File: config.mk
export PLATFORM = sky130hd
export DESIGN_NAME = legal_move_top
export DESIGN_NICKNAME = d
export VERILOG_FILES = /design/src/move_gen_pkg.sv /design/src/move_list_if.sv /design/src/special_move_gen.sv /design/src/move_list_fifo.sv /design/src/move_unpacker.sv /design/src/legal_move_top.sv
export SDC_FILE = /design/constraint.sdc
export NUM_CORES = 1
export LEC_CHECK = 0
export BUFFER_PORTS_ARGS = -buffer_cell sky130_fd_sc_hd__buf_2
export CAP_MARGIN = 20
export CORE_MARGIN = 2
export CORE_UTILIZATION = 30
export CTS_BUF_LIST = sky130_fd_sc_hd__clkbuf_8
export DETAILED_ROUTE_END_ITERATION = 12
export SLEW_MARGIN = 25
export SYNTH_ARGS = -nofsm -noshare
export SYNTH_HDL_FRONTEND = slang
export SYNTH_SLANG_ARGS = --single-unit
File: constraint.sdc
create_clock -name clk -period 3.9 [get_ports clk]
set_input_delay 0.78 -clock clk [delete_from_list [all_inputs] [get_ports clk]]
set_output_delay 0.78 -clock clk [all_outputs]
set_load 0.02 [all_outputs]
File: src/move_gen_pkg.sv
`default_nettype none

package move_gen_pkg;

	localparam int MOVES_PER_LIST = 8;
	localparam int FIFO_DEPTH = 4;

	typedef enum logic [2:0] {
		EMPTY  = 3'd0,
		PAWN   = 3'd1,
		KNIGHT = 3'd2,
		BISHOP = 3'd3,
		ROOK   = 3'd4,
		QUEEN  = 3'd5,
		KING   = 3'd6
	} piece_t;

	typedef enum logic {
		WHITE = 1'b0,
		BLACK = 1'b1
	} side_t;

	typedef struct packed {
		side_t  side;
		piece_t piece;
	} square_t;

	// index is row * 8 + col, square 0 is a1 in the low nibble
	typedef square_t [63:0] board_t;

	typedef struct packed {
		logic [2:0] col;
		logic [2:0] row;
	} coord_t;

	typedef struct packed {
		logic invalid;
		logic promote;
		logic pawn_move;
		logic pawn_double;
		logic en_passant;
		logic castle;
		logic capture;
	} move_flags_t;

	typedef struct packed {
		move_flags_t flags;
		coord_t      from;
		coord_t      to;
	} move_t;

	typedef move_t [0:MOVES_PER_LIST-1] move_list_t; // slot 0 sits in the top bits

	localparam move_t INVALID_MOVE = '{flags: 7'b1000000, from: '0, to: '0};
	localparam move_flags_t CASTLE_FLAGS = 7'b0000010;
	localparam move_flags_t ENP_FLAGS = 7'b0010101; // pawn move, en passant, capture

	localparam logic [5:0] KING_HOME = 6'd4;       // e1
	localparam logic [5:0] ROOK_LEFT_HOME = 6'd0;  // a1
	localparam logic [5:0] ROOK_RIGHT_HOME = 6'd7; // h1
	localparam logic [2:0] ENP_ROW = 3'd4;         // rank 5
	localparam logic [2:0] ENP_TARGET_ROW = 3'd5;  // rank 6

	localparam square_t WHITE_KING = '{side: WHITE, piece: KING};
	localparam square_t WHITE_ROOK = '{side: WHITE, piece: ROOK};
	localparam square_t WHITE_PAWN = '{side: WHITE, piece: PAWN};

	function automatic coord_t coord_of(logic [5:0] index);
		return '{col: index[2:0], row: index[5:3]};
	endfunction

	function automatic logic [5:0] index_of(coord_t c);
		return {c.row, c.col};
	endfunction

	function automatic move_t make_move(move_flags_t flags, coord_t from, coord_t to);
		return '{flags: flags, from: from, to: to};
	endfunction

	// true when any slot carries a real move
	function automatic logic has_move(move_list_t list);
		logic any;
		any = 1'b0;
		for (int i = 0; i < MOVES_PER_LIST; i++)
			any = any | ~list[i].flags.invalid;
		return any;
	endfunction

endpackage

`default_nettype wire

File: src/move_list_if.sv
`timescale 1ns/1ps
`default_nettype none

interface move_list_if import move_gen_pkg::*; ();

	logic       push;      // one-cycle write strobe
	move_list_t push_list;
	logic       pop;       // one-cycle read strobe, removes head
	move_list_t pop_list;  // head entry, valid while empty is low
	logic       empty;

	modport producer (
		output push,
		output push_list
	);

	modport buffer (
		input  push,
		input  push_list,
		input  pop,
		output pop_list,
		output empty
	);

	modport consumer (
		output pop,
		input  pop_list,
		input  empty
	);

endinterface

`default_nettype wire

File: src/special_move_gen.sv
`timescale 1ns/1ps
`default_nettype none

module special_move_gen import move_gen_pkg::*; (
	input  logic         clk,
	input  logic         reset,
	input  board_t       board,
	input  logic         castle_left_ok,
	input  logic         castle_right_ok,
	input  logic [7:0]   enp_flags,
	output logic         done,
	move_list_if.producer lists
);

	typedef enum logic [1:0] {
		IDLE,
		CASTLE,
		ENPASSANT,
		FINISHED
	} state_t;

	state_t     state, state_next;
	logic       king_home;
	logic       cas_right, cas_left;
	move_list_t castle_list, enp_list;

	// castling ignores check and attacked squares
	assign king_home = (board[KING_HOME] == WHITE_KING);

	assign cas_right = castle_right_ok && king_home &&
		(board[ROOK_RIGHT_HOME] == WHITE_ROOK) &&
		(board[ROOK_RIGHT_HOME - 6'd1].piece == EMPTY) &&  // g1
		(board[ROOK_RIGHT_HOME - 6'd2].piece == EMPTY);    // f1

	assign cas_left = castle_left_ok && king_home &&
		(board[ROOK_LEFT_HOME] == WHITE_ROOK) &&
		(board[ROOK_LEFT_HOME + 6'd1].piece == EMPTY) &&
		(board[ROOK_LEFT_HOME + 6'd2].piece == EMPTY) &&
		(board[ROOK_LEFT_HOME + 6'd3].piece == EMPTY);

	always_comb begin : castle_build
		for (int i = 0; i < MOVES_PER_LIST; i++)
			castle_list[i] = INVALID_MOVE;
		if (cas_right)
			castle_list[0] = make_move(CASTLE_FLAGS, coord_of(KING_HOME),
				coord_of(KING_HOME + 6'd2)); // e1 to g1
		if (cas_left)
			castle_list[1] = make_move(CASTLE_FLAGS, coord_of(KING_HOME),
				coord_of(KING_HOME - 6'd2)); // e1 to c1
	end

	// one target column per column pair, lower column wins
	always_comb begin : enp_build
		logic [2:0] col_lo;
		logic [2:0] tgt;
		logic       hit;
		coord_t     src, dst;

		for (int i = 0; i < MOVES_PER_LIST; i++)
			enp_list[i] = INVALID_MOVE;

		for (int p = 0; p < MOVES_PER_LIST / 2; p++) begin
			col_lo = 3'(2 * p);
			tgt = col_lo;
			hit = 1'b1;
			if (enp_flags[2*p])
				tgt = col_lo;
			else if (enp_flags[2*p+1])
				tgt = col_lo + 3'd1;
			else
				hit = 1'b0;

			dst = '{col: tgt, row: ENP_TARGET_ROW};

			// capturing pawn from the left neighbour
			src = '{col: tgt - 3'd1, row: ENP_ROW};
			if (hit && tgt != 3'd0 && board[index_of(src)] == WHITE_PAWN)
				enp_list[2*p] = make_move(ENP_FLAGS, src, dst);

			// and from the right neighbour
			src = '{col: tgt + 3'd1, row: ENP_ROW};
			if (hit && tgt != 3'd7 && board[index_of(src)] == WHITE_PAWN)
				enp_list[2*p+1] = make_move(ENP_FLAGS, src, dst);
		end
	end

	always_comb begin
		case (state)
			IDLE:      state_next = CASTLE;
			CASTLE:    state_next = ENPASSANT;
			ENPASSANT: state_next = FINISHED;
			default:   state_next = FINISHED; // hold until the next reset
		endcase
	end

	always_ff @(posedge clk) begin
		if (reset)
			state <= IDLE;
		else
			state <= state_next;
	end

	// a list goes to the fifo only if it holds a move
	assign lists.push = ((state == CASTLE) && has_move(castle_list)) ||
		((state == ENPASSANT) && has_move(enp_list));
	assign lists.push_list = (state == CASTLE) ? castle_list : enp_list;

	assign done = (state == FINISHED);

endmodule

`default_nettype wire

File: src/move_list_fifo.sv
`timescale 1ns/1ps
`default_nettype none

module move_list_fifo import move_gen_pkg::*; #(
	parameter type payload_t = move_list_t,
	parameter int  DEPTH = FIFO_DEPTH
) (
	input  logic       clk,
	input  logic       reset,
	move_list_if.buffer lists
);

	localparam int PTR_W = $clog2(DEPTH);
	localparam int CNT_W = $clog2(DEPTH + 1);

	payload_t         mem [DEPTH];
	logic [PTR_W-1:0] wr_ptr, rd_ptr;
	logic [CNT_W-1:0] count;
	logic             do_push, do_pop;

	// wrap explicitly so depths that are not a power of two work
	function automatic logic [PTR_W-1:0] next_ptr(logic [PTR_W-1:0] ptr);
		if (ptr == PTR_W'(DEPTH - 1))
			return '0;
		return ptr + 1'b1;
	endfunction

	assign do_push = lists.push && (count != CNT_W'(DEPTH)); // drop writes when full
	assign do_pop = lists.pop && (count != '0);

	assign lists.empty = (count == '0);
	assign lists.pop_list = mem[rd_ptr];

	always_ff @(posedge clk) begin
		if (do_push)
			mem[wr_ptr] <= lists.push_list;
	end

	always_ff @(posedge clk) begin
		if (reset) begin
			wr_ptr <= '0;
			rd_ptr <= '0;
			count <= '0;
		end else begin
			if (do_push)
				wr_ptr <= next_ptr(wr_ptr);
			if (do_pop)
				rd_ptr <= next_ptr(rd_ptr);
			case ({do_push, do_pop})
				2'b10:   count <= count + 1'b1;
				2'b01:   count <= count - 1'b1;
				default: count <= count; // both or neither
			endcase
		end
	end

endmodule

`default_nettype wire

File: src/move_unpacker.sv
`timescale 1ns/1ps
`default_nettype none

module move_unpacker import move_gen_pkg::*; (
	input  logic         clk,
	input  logic         reset,
	move_list_if.consumer lists,
	input  logic         rden,
	output move_t        move,
	output logic         empty
);

	localparam int SLOT_W = $clog2(MOVES_PER_LIST);

	move_list_t                cur_list;
	logic [MOVES_PER_LIST-1:0] pending;    // valid slots not yet read
	logic [MOVES_PER_LIST-1:0] valid_mask;
	logic [MOVES_PER_LIST-1:0] taken;
	logic [SLOT_W-1:0]         sel;

	// lowest pending slot is presented first
	always_comb begin : pick_lowest
		sel = '0;
		for (int i = MOVES_PER_LIST - 1; i >= 0; i--) begin
			if (pending[i])
				sel = SLOT_W'(i);
		end
	end

	assign taken = pending & (~pending + 1'b1); // one-hot of lowest set bit

	always_comb begin : list_valid
		for (int i = 0; i < MOVES_PER_LIST; i++)
			valid_mask[i] = ~lists.pop_list[i].flags.invalid;
	end

	assign empty = (pending == '0);

	// fetch the next list only once the current one is drained
	assign lists.pop = empty && !lists.empty;

	assign move = empty ? INVALID_MOVE : cur_list[sel];

	always_ff @(posedge clk) begin
		if (lists.pop)
			cur_list <= lists.pop_list;
	end

	always_ff @(posedge clk) begin
		if (reset)
			pending <= '0;
		else if (lists.pop)
			pending <= valid_mask;
		else if (rden && !empty)
			pending <= pending & ~taken;
	end

endmodule

`default_nettype wire

File: src/legal_move_top.sv
`timescale 1ns/1ps
`default_nettype none

module legal_move_top import move_gen_pkg::*; (
	input  logic       clk,
	input  logic       reset,
	input  board_t     board,
	input  logic       castle_left_ok,
	input  logic       castle_right_ok,
	input  logic [7:0] enp_flags,
	input  logic       rden,
	output move_t      move,
	output logic       empty,
	output logic       done
);

	move_list_if lists_if ();

	// castling and en passant lists for white
	special_move_gen u_gen (
		.clk             (clk),
		.reset           (reset),
		.board           (board),
		.castle_left_ok  (castle_left_ok),
		.castle_right_ok (castle_right_ok),
		.enp_flags       (enp_flags),
		.done            (done),
		.lists           (lists_if)
	);

	move_list_fifo #(
		.payload_t (move_list_t),
		.DEPTH     (FIFO_DEPTH)
	) u_fifo (
		.clk   (clk),
		.reset (reset),
		.lists (lists_if)
	);

	// hands out one move per read strobe
	move_unpacker u_unpack (
		.clk   (clk),
		.reset (reset),
		.lists (lists_if),
		.rden  (rden),
		.move  (move),
		.empty (empty)
	);

endmodule

`default_nettype wire

== Word level (Yosys, flattened, before mapping) ==
Memories as Yosys holds them, arrays and structs flattened. A register that Yosys moved wholly into a read port is not among the register bits.
Cells that the tools add are included.

* Word-level logic and storage cells: 292
* Output and inout port bits: 21
* Memory bits (writable): 608
* Bits of input ports: 269
* Memories kept: 1
* Flip-flop bits (word level): 169

{| class="wikitable"
|+ Memory list
! memory !! depth !! bits a word !! rd ports !! clocked after memory_dff !! write ports !! RTL line !! text
|-
| u_fifo.mem || 4 || 152 || 1 || 1 || 1 || move_list_fifo.sv:16 || <nowiki>payload_t mem [DEPTH];</nowiki>
|}

* Eq/ne operators: 23
* Reductions and logical operators: 49
* Magnitude comparators: 9
* Bitwise gates (word level): 31
* Multiplexer cells: 73
* $add $sub $neg: 13

{| class="wikitable"
|+ Operators by type and width
! cell !! number
|-
| 19-bit 2-to-1 mux || 13
|-
| 152-bit 2-to-1 mux || 1
|-
| 4-bit binary-select mux with 3-bit select || 8
|-
| 19-bit binary-select mux with 3-bit select || 1
|-
| 6-bit by 7-bit < comparator with 1-bit output (second input constant) || 8
|-
| 4-bit by 1-bit equality test with 1-bit output (second input constant) || 8
|-
| 4-bit 2-to-1 mux || 8
|-
| 1-bit logical AND || 31
|-
| 3-bit 2-to-1 mux || 10
|-
| 1-bit 2-to-1 mux || 22
|-
| 3-bit logical NOT || 6
|-
| 1-bit NOT || 18
|-
| 8-bit bitwise AND || 2
|-
| 8-bit 2-to-1 mux || 2
|-
| 8-bit NOT || 2
|-
| 3-bit nonzero test || 5
|-
| 4-bit by 3-bit equality test with 1-bit output (second input constant) || 3
|-
| 2-bit 2-to-1 mux || 6
|-
| 2-bit equality test (second input constant) || 5
|-
| 3-bit by 1-bit adder with 3-bit output (second input constant) || 3
|-
| 3-bit != test (second input constant) || 3
|-
| 3-bit by 1-bit subtractor with 3-bit output (second input constant) || 3
|-
| 8-bit by 1-bit adder with 8-bit output (second input constant) || 1
|-
| 8-bit logical NOT || 1
|-
| 17 further kinds || 28
|}

== Depth between registers and ports, before layout ==
* Depth in word-level cells: 22
* Depth in mapped cells: 12
* Depth with buffers taken out: 12

== Modules after synthesis ==
From an unflattened synthesis, not the netlist that was laid out.

* Cell total of the unflattened synthesis: 1433
* Area, all modules: 30101.4 um2

{| class="wikitable"
|+ By module, submodules not included
! module !! cells each !! seq. area each (um2) !! times used !! area each (um2)
|-
| move_list_fifo || 846 || 18437.7 || 1 || 22384.0
|-
| move_unpacker || 388 || 4724.5 || 1 || 6272.3
|-
| special_move_gen || 199 || 40.0 || 1 || 1445.1
|}

== Worst setup path before layout ==
Ideal clock, no wire load.

* Kind: register -> register
* From: reg u_unpack.pending[4]
* To: reg u_fifo.count[2]
* Path buffers: 0
* Data arrival time: 3.293 ns
* Period minus slack after synthesis: 3.363 ns
* Data required time: 3.830 ns
* Setup time: 0.070 ns
* Slack: 0.537 ns
* Cell stages (with the launch flop): 11
* Path through: dfxtp_1 nor4_1 and2_1 o31ai_1 inv_1 ha_1 inv_1 fa_1 xor2_1 or3_1 a21oi_1

* Cells in the longest elaborated chain, start to end: 5
* Elaborated cells on any way between the ends: 7
* Those cells by class: eq/ne (2); mux (1); reduce/logical (4)

{| class="wikitable"
|+ RTL lines
! what !! RTL line !! text
|-
| start: declaration || move_unpacker.sv:16 || <nowiki>logic [MOVES_PER_LIST-1:0] pending;</nowiki>
|-
| start signal: assignment || move_unpacker.sv:53 || <nowiki>pending <= valid_mask;</nowiki>
|-
| start signal: assignment || move_unpacker.sv:55 || <nowiki>pending <= pending & ~taken;</nowiki>
|-
| 8-bit logical NOT (*) || move_unpacker.sv:37 || <nowiki>assign empty = (pending == '0);</nowiki>
|-
| named net empty || legal_move_top.sv:13 || <nowiki>output logic empty,</nowiki>
|-
| 1-bit logical AND (*) || move_unpacker.sv:40 || <nowiki>assign lists.pop = empty && !lists.empty;</nowiki>
|-
| named net lists_if.pop || move_list_if.sv:8 || <nowiki>logic pop;</nowiki>
|-
| 1-bit logical AND (*) || move_list_fifo.sv:29 || <nowiki>assign do_pop = lists.pop && (count != '0);</nowiki>
|-
| 2-bit by 1-bit equality test with 1-bit output or 2-bit equality test (tied branches) || move_list_fifo.sv:49 || <nowiki>case ({do_push, do_pop})</nowiki>
|-
| 3-bit one-hot mux with 2 select lines or 2-bit nonzero test (tied branches) || -- ||
|-
| end signal: assignment || move_list_fifo.sv:50 || <nowiki>2'b10: count <= count + 1'b1;</nowiki>
|-
| end signal: assignment || move_list_fifo.sv:51 || <nowiki>2'b01: count <= count - 1'b1;</nowiki>
|-
| end signal: assignment || move_list_fifo.sv:52 || <nowiki>default: count <= count;</nowiki>
|-
| end: declaration || move_list_fifo.sv:18 || <nowiki>logic [CNT_W-1:0] count;</nowiki>
|}

The timed path passes the listed nets; every way through them passes the cells marked *.
A chain may end at the register's enable or synchronous reset.

==> flow_summary.ini <==
[run_status]
status = finished, final reports clean

[worst_setup_path]
cp-end-kind = output pin
slowest_stage = a2111oi_2
r2r-start = u_unpack.pending[4]
path_class = flip-flop to output pin
startpoint_type = flip-flop
path_max_fanout = 12
crit_buf_inv = 1
crit_chain = o31ai_1 -> nand2_2 -> a21boi_0 -> a22o_1 -> a2111oi_2 -> buf_2
cp.arrival_ns = 2.91
cp_num_cells = 6
critPathRequiredTime_ns = 3.12
worstReg2RegEnd = u_fifo.count[2]
reg2reg_depth = 11
critical-path-max-stage-delay_ns = 0.52
setup.worst_path.start = u_unpack.pending[4]
path_delay_family = compound AO/OA/AOI/OAI gates
r2r_slack_ns = 0.80
crit_end = move[9]

[cts]
cts_tree = done
hold_buffers = 0
clk_latency_ns = 0.47
numCtsBuffers = 17
cts_buffer_depth = 2
post-cts-setup-buffers = 0
cts-root-buf = clkbuf_8
cts.sinks = 194
cts-resized-gates = 0
clkSlewWorstSetupHoldPaths_ns = 0.09
htreeDepth = 4

[place]
gp_congestion = 0.857
hpwlAfterDp_um = 11600
dp_slack_ns = 0.385
detailed_place.area_um2 = 9080
port_buffers = 87

[power_and_ir_drop]
seq_power_share_pct = 44.4
p_comb_share_pct = 36.0
p_sw_w = 0.00226
ir_drop_v = 0.000352
clockPowerShare_pct = 19.6
total_leakage_power_nw = 3.21
p_sw_share_pct = 36.7
finalPower_w = 0.00616
power_density_nw_per_um2 = 653
p_int_w = 0.00390

[logic_synthesis]
yosysSeqAreaShare_pct = 69.2
ys.flop_type = edfxtp_1
synth_edf_count = 175
synth-xor-area-share_pct = 0.215
avgSynthCellArea_um2 = 16.5
synth_warnings = 0
synth_simple_gate_area_share_pct = 9.52
synth_cells = 493
synth_top_family_by_area = multiplexers
synth_seq_cells = 194
synth_compound_area_share_pct = 5.92
synth_fa_ha_area_share_pct = 1.17
synth_area_um2 = 8140
synth.area.mux_share_pct = 11.0
async_reset_ff_share_pct = 0
ys_types = 66

[floorplanning]
start_util_pct = 30.4
die_y_um = 169
core_area_um2 = 26800
die_w_um = 169
io_pins = 290
fp-row-count = 60
die_area_um2 = 28500

[routing]
drtIter0Drc = 394
ant_nets = 0
drc = 0
via_count = 4544
wl_per_cell_um = 17.9
drt-pass1-iter-count = 4
wl_um = 17100
vias_per_cell = 4.76

[grt]
track_usage_pct = 12.7
gr-total-overflow = 0
grt_pass1_wl_um = 26900
grt_start_max_net_pins = 39
grt_pass1_vias = 4620
antenna_found_initial = 1

[sta]
fin_crit_ns = 3.69
fin_crit_sh_pct = 94.5
slew_headroom_pct = 33.1
setup_slack_ns = 0.214
finalSetupViolCount = 0
hold_viol_final = 0
whs_ns = 0.489
tightest_slew_ns = 1.00
skew_ns = 0.00965
clock.fmax_mhz = 271
drv_slew = 0

[cells_and_area]
final_util_pct = 35.2
final_common_cell = edfxtp_1
final_cell_mix = 175 x edfxtp_1, 87 x buf_2, 37 x nor2_1
nets = 877
synthToLayoutAreaGrowth_pct = 16.0
drive_gt1_share_pct = 32.3
num-fill-cells = 2563
fin_area_um2 = 9440

[hold_path]
hold_path_class = flip-flop to flip-flop

[job]
drv_cap = 0
-- state kept, by name, indices dropped and copies added, names as in the netlist, named ones only --
name and flops:
u_fifo.mem 140, u_fifo.wr_ptr 2, u_gen.state 2, u_fifo.rd_ptr 2, u_fifo.count 3, u_unpack.pending 8, u_unpack.cur_list 35
-- cell type report --
cell class,instances,area (µm²),area share [%]
inverters,21,78.8,0.835
repair buffers,105,621,6.57
clock buffers,17,234,2.48
multi-input cells,262,2320,24.5
diodes,1,2.50,0.0265
well taps,341,427,4.52
flip-flops and latches,194,5640,59.7
clock inverters,14,123,1.30
-- cell usage after synthesis, types with 7 or more instances --
library cell	count	area [µm²]
edfxtp_1	175	5260
nor2_1	37	139
mux4_2	35	788
inv_1	21	78.8
a21oi_1	19	95.1
dfxtp_1	19	380
nand2_1	17	63.8
and3_1	11	68.8
buf_2	10	50.1
buf_4	10	75.1
nand2b_1	9	56.3
nor4b_1	8	70.1
a22oi_1	7	52.6
clkbuf_1	7	26.3
-- worst min-delay path by stage --
| stage | from | endpoint | slack, ns | depth (start not counted) |
|---|---|---|---|---|
| 2_1_floorplan | u_fifo.rd_ptr[1] | flip-flop | 0.45 | 2 |
| 3_3_place_gp | u_fifo.rd_ptr[1] | u_fifo.rd_ptr[1] | 0.47 | 2 |
| 3_5_place_dp | u_fifo.rd_ptr[1] | u_fifo.rd_ptr[1] | 0.47 | 2 |
| 4_1_cts | u_fifo.rd_ptr[1] | u_fifo.rd_ptr[1] | 0.49 | 2 |
| 5_1_grt | u_fifo.rd_ptr[1] | flip-flop | 0.51 | 2 |
| 6_report | u_fifo.rd_ptr[1] | u_fifo.rd_ptr[1] | 0.49 | 2 |
-- cell families (layout without fill, tap and decap cells) --
family                     Yosys count  count (layout)
AOI/OAI and AO/OA                   66              66
xor gates and xnor gates             2               2
adders and majority gates            7               7
buffers and inverters               49             157
DFF                                194             194
muxes                               45              45
other                                1              14
and+or+nand+nor                    129             129
-- stage by stage --
stage          cells  setup TNS [ns]
3_5_place_dp     923               0
5_1_grt          954         -0.0708
4_1_cts          954               0
2_1_floorplan    505               0
6_report         955               0
3_3_place_gp     923               0
-- metal layers --
layer / part of all wire [%] / global-route usage (%)
met1: 48 / 18.2
met2: 45 / 19.2
met3: 5.2 / 2.81
met4: 1.3 / 4.05
met5: 0 / 0
-- power groups by stage --
stage	Sequential (W)	Combinational, W	Clock (W)
floorplan	0.00267	0.00164	0
global placement	0.00279	0.00219	0
detailed placement	0.00279	0.00220	0
CTS	0.00274	0.00221	0.00124
global route	0.00277	0.00241	0.00131
finish	0.00274	0.00222	0.00121
-- worst reg2reg max path, delay by kind of cell (launching register included) --
kind	cells	cell delay (ns)
and+or+nand+nor	3	1.29
adders and majority gates	2	0.56
DFF	1	0.39
buffers and inverters	3	0.37
AOI/OAI and AO/OA	2	0.27
xor gates and xnor gates	1	0.16
Note: power is estimated with default switching activity, not from simulation.
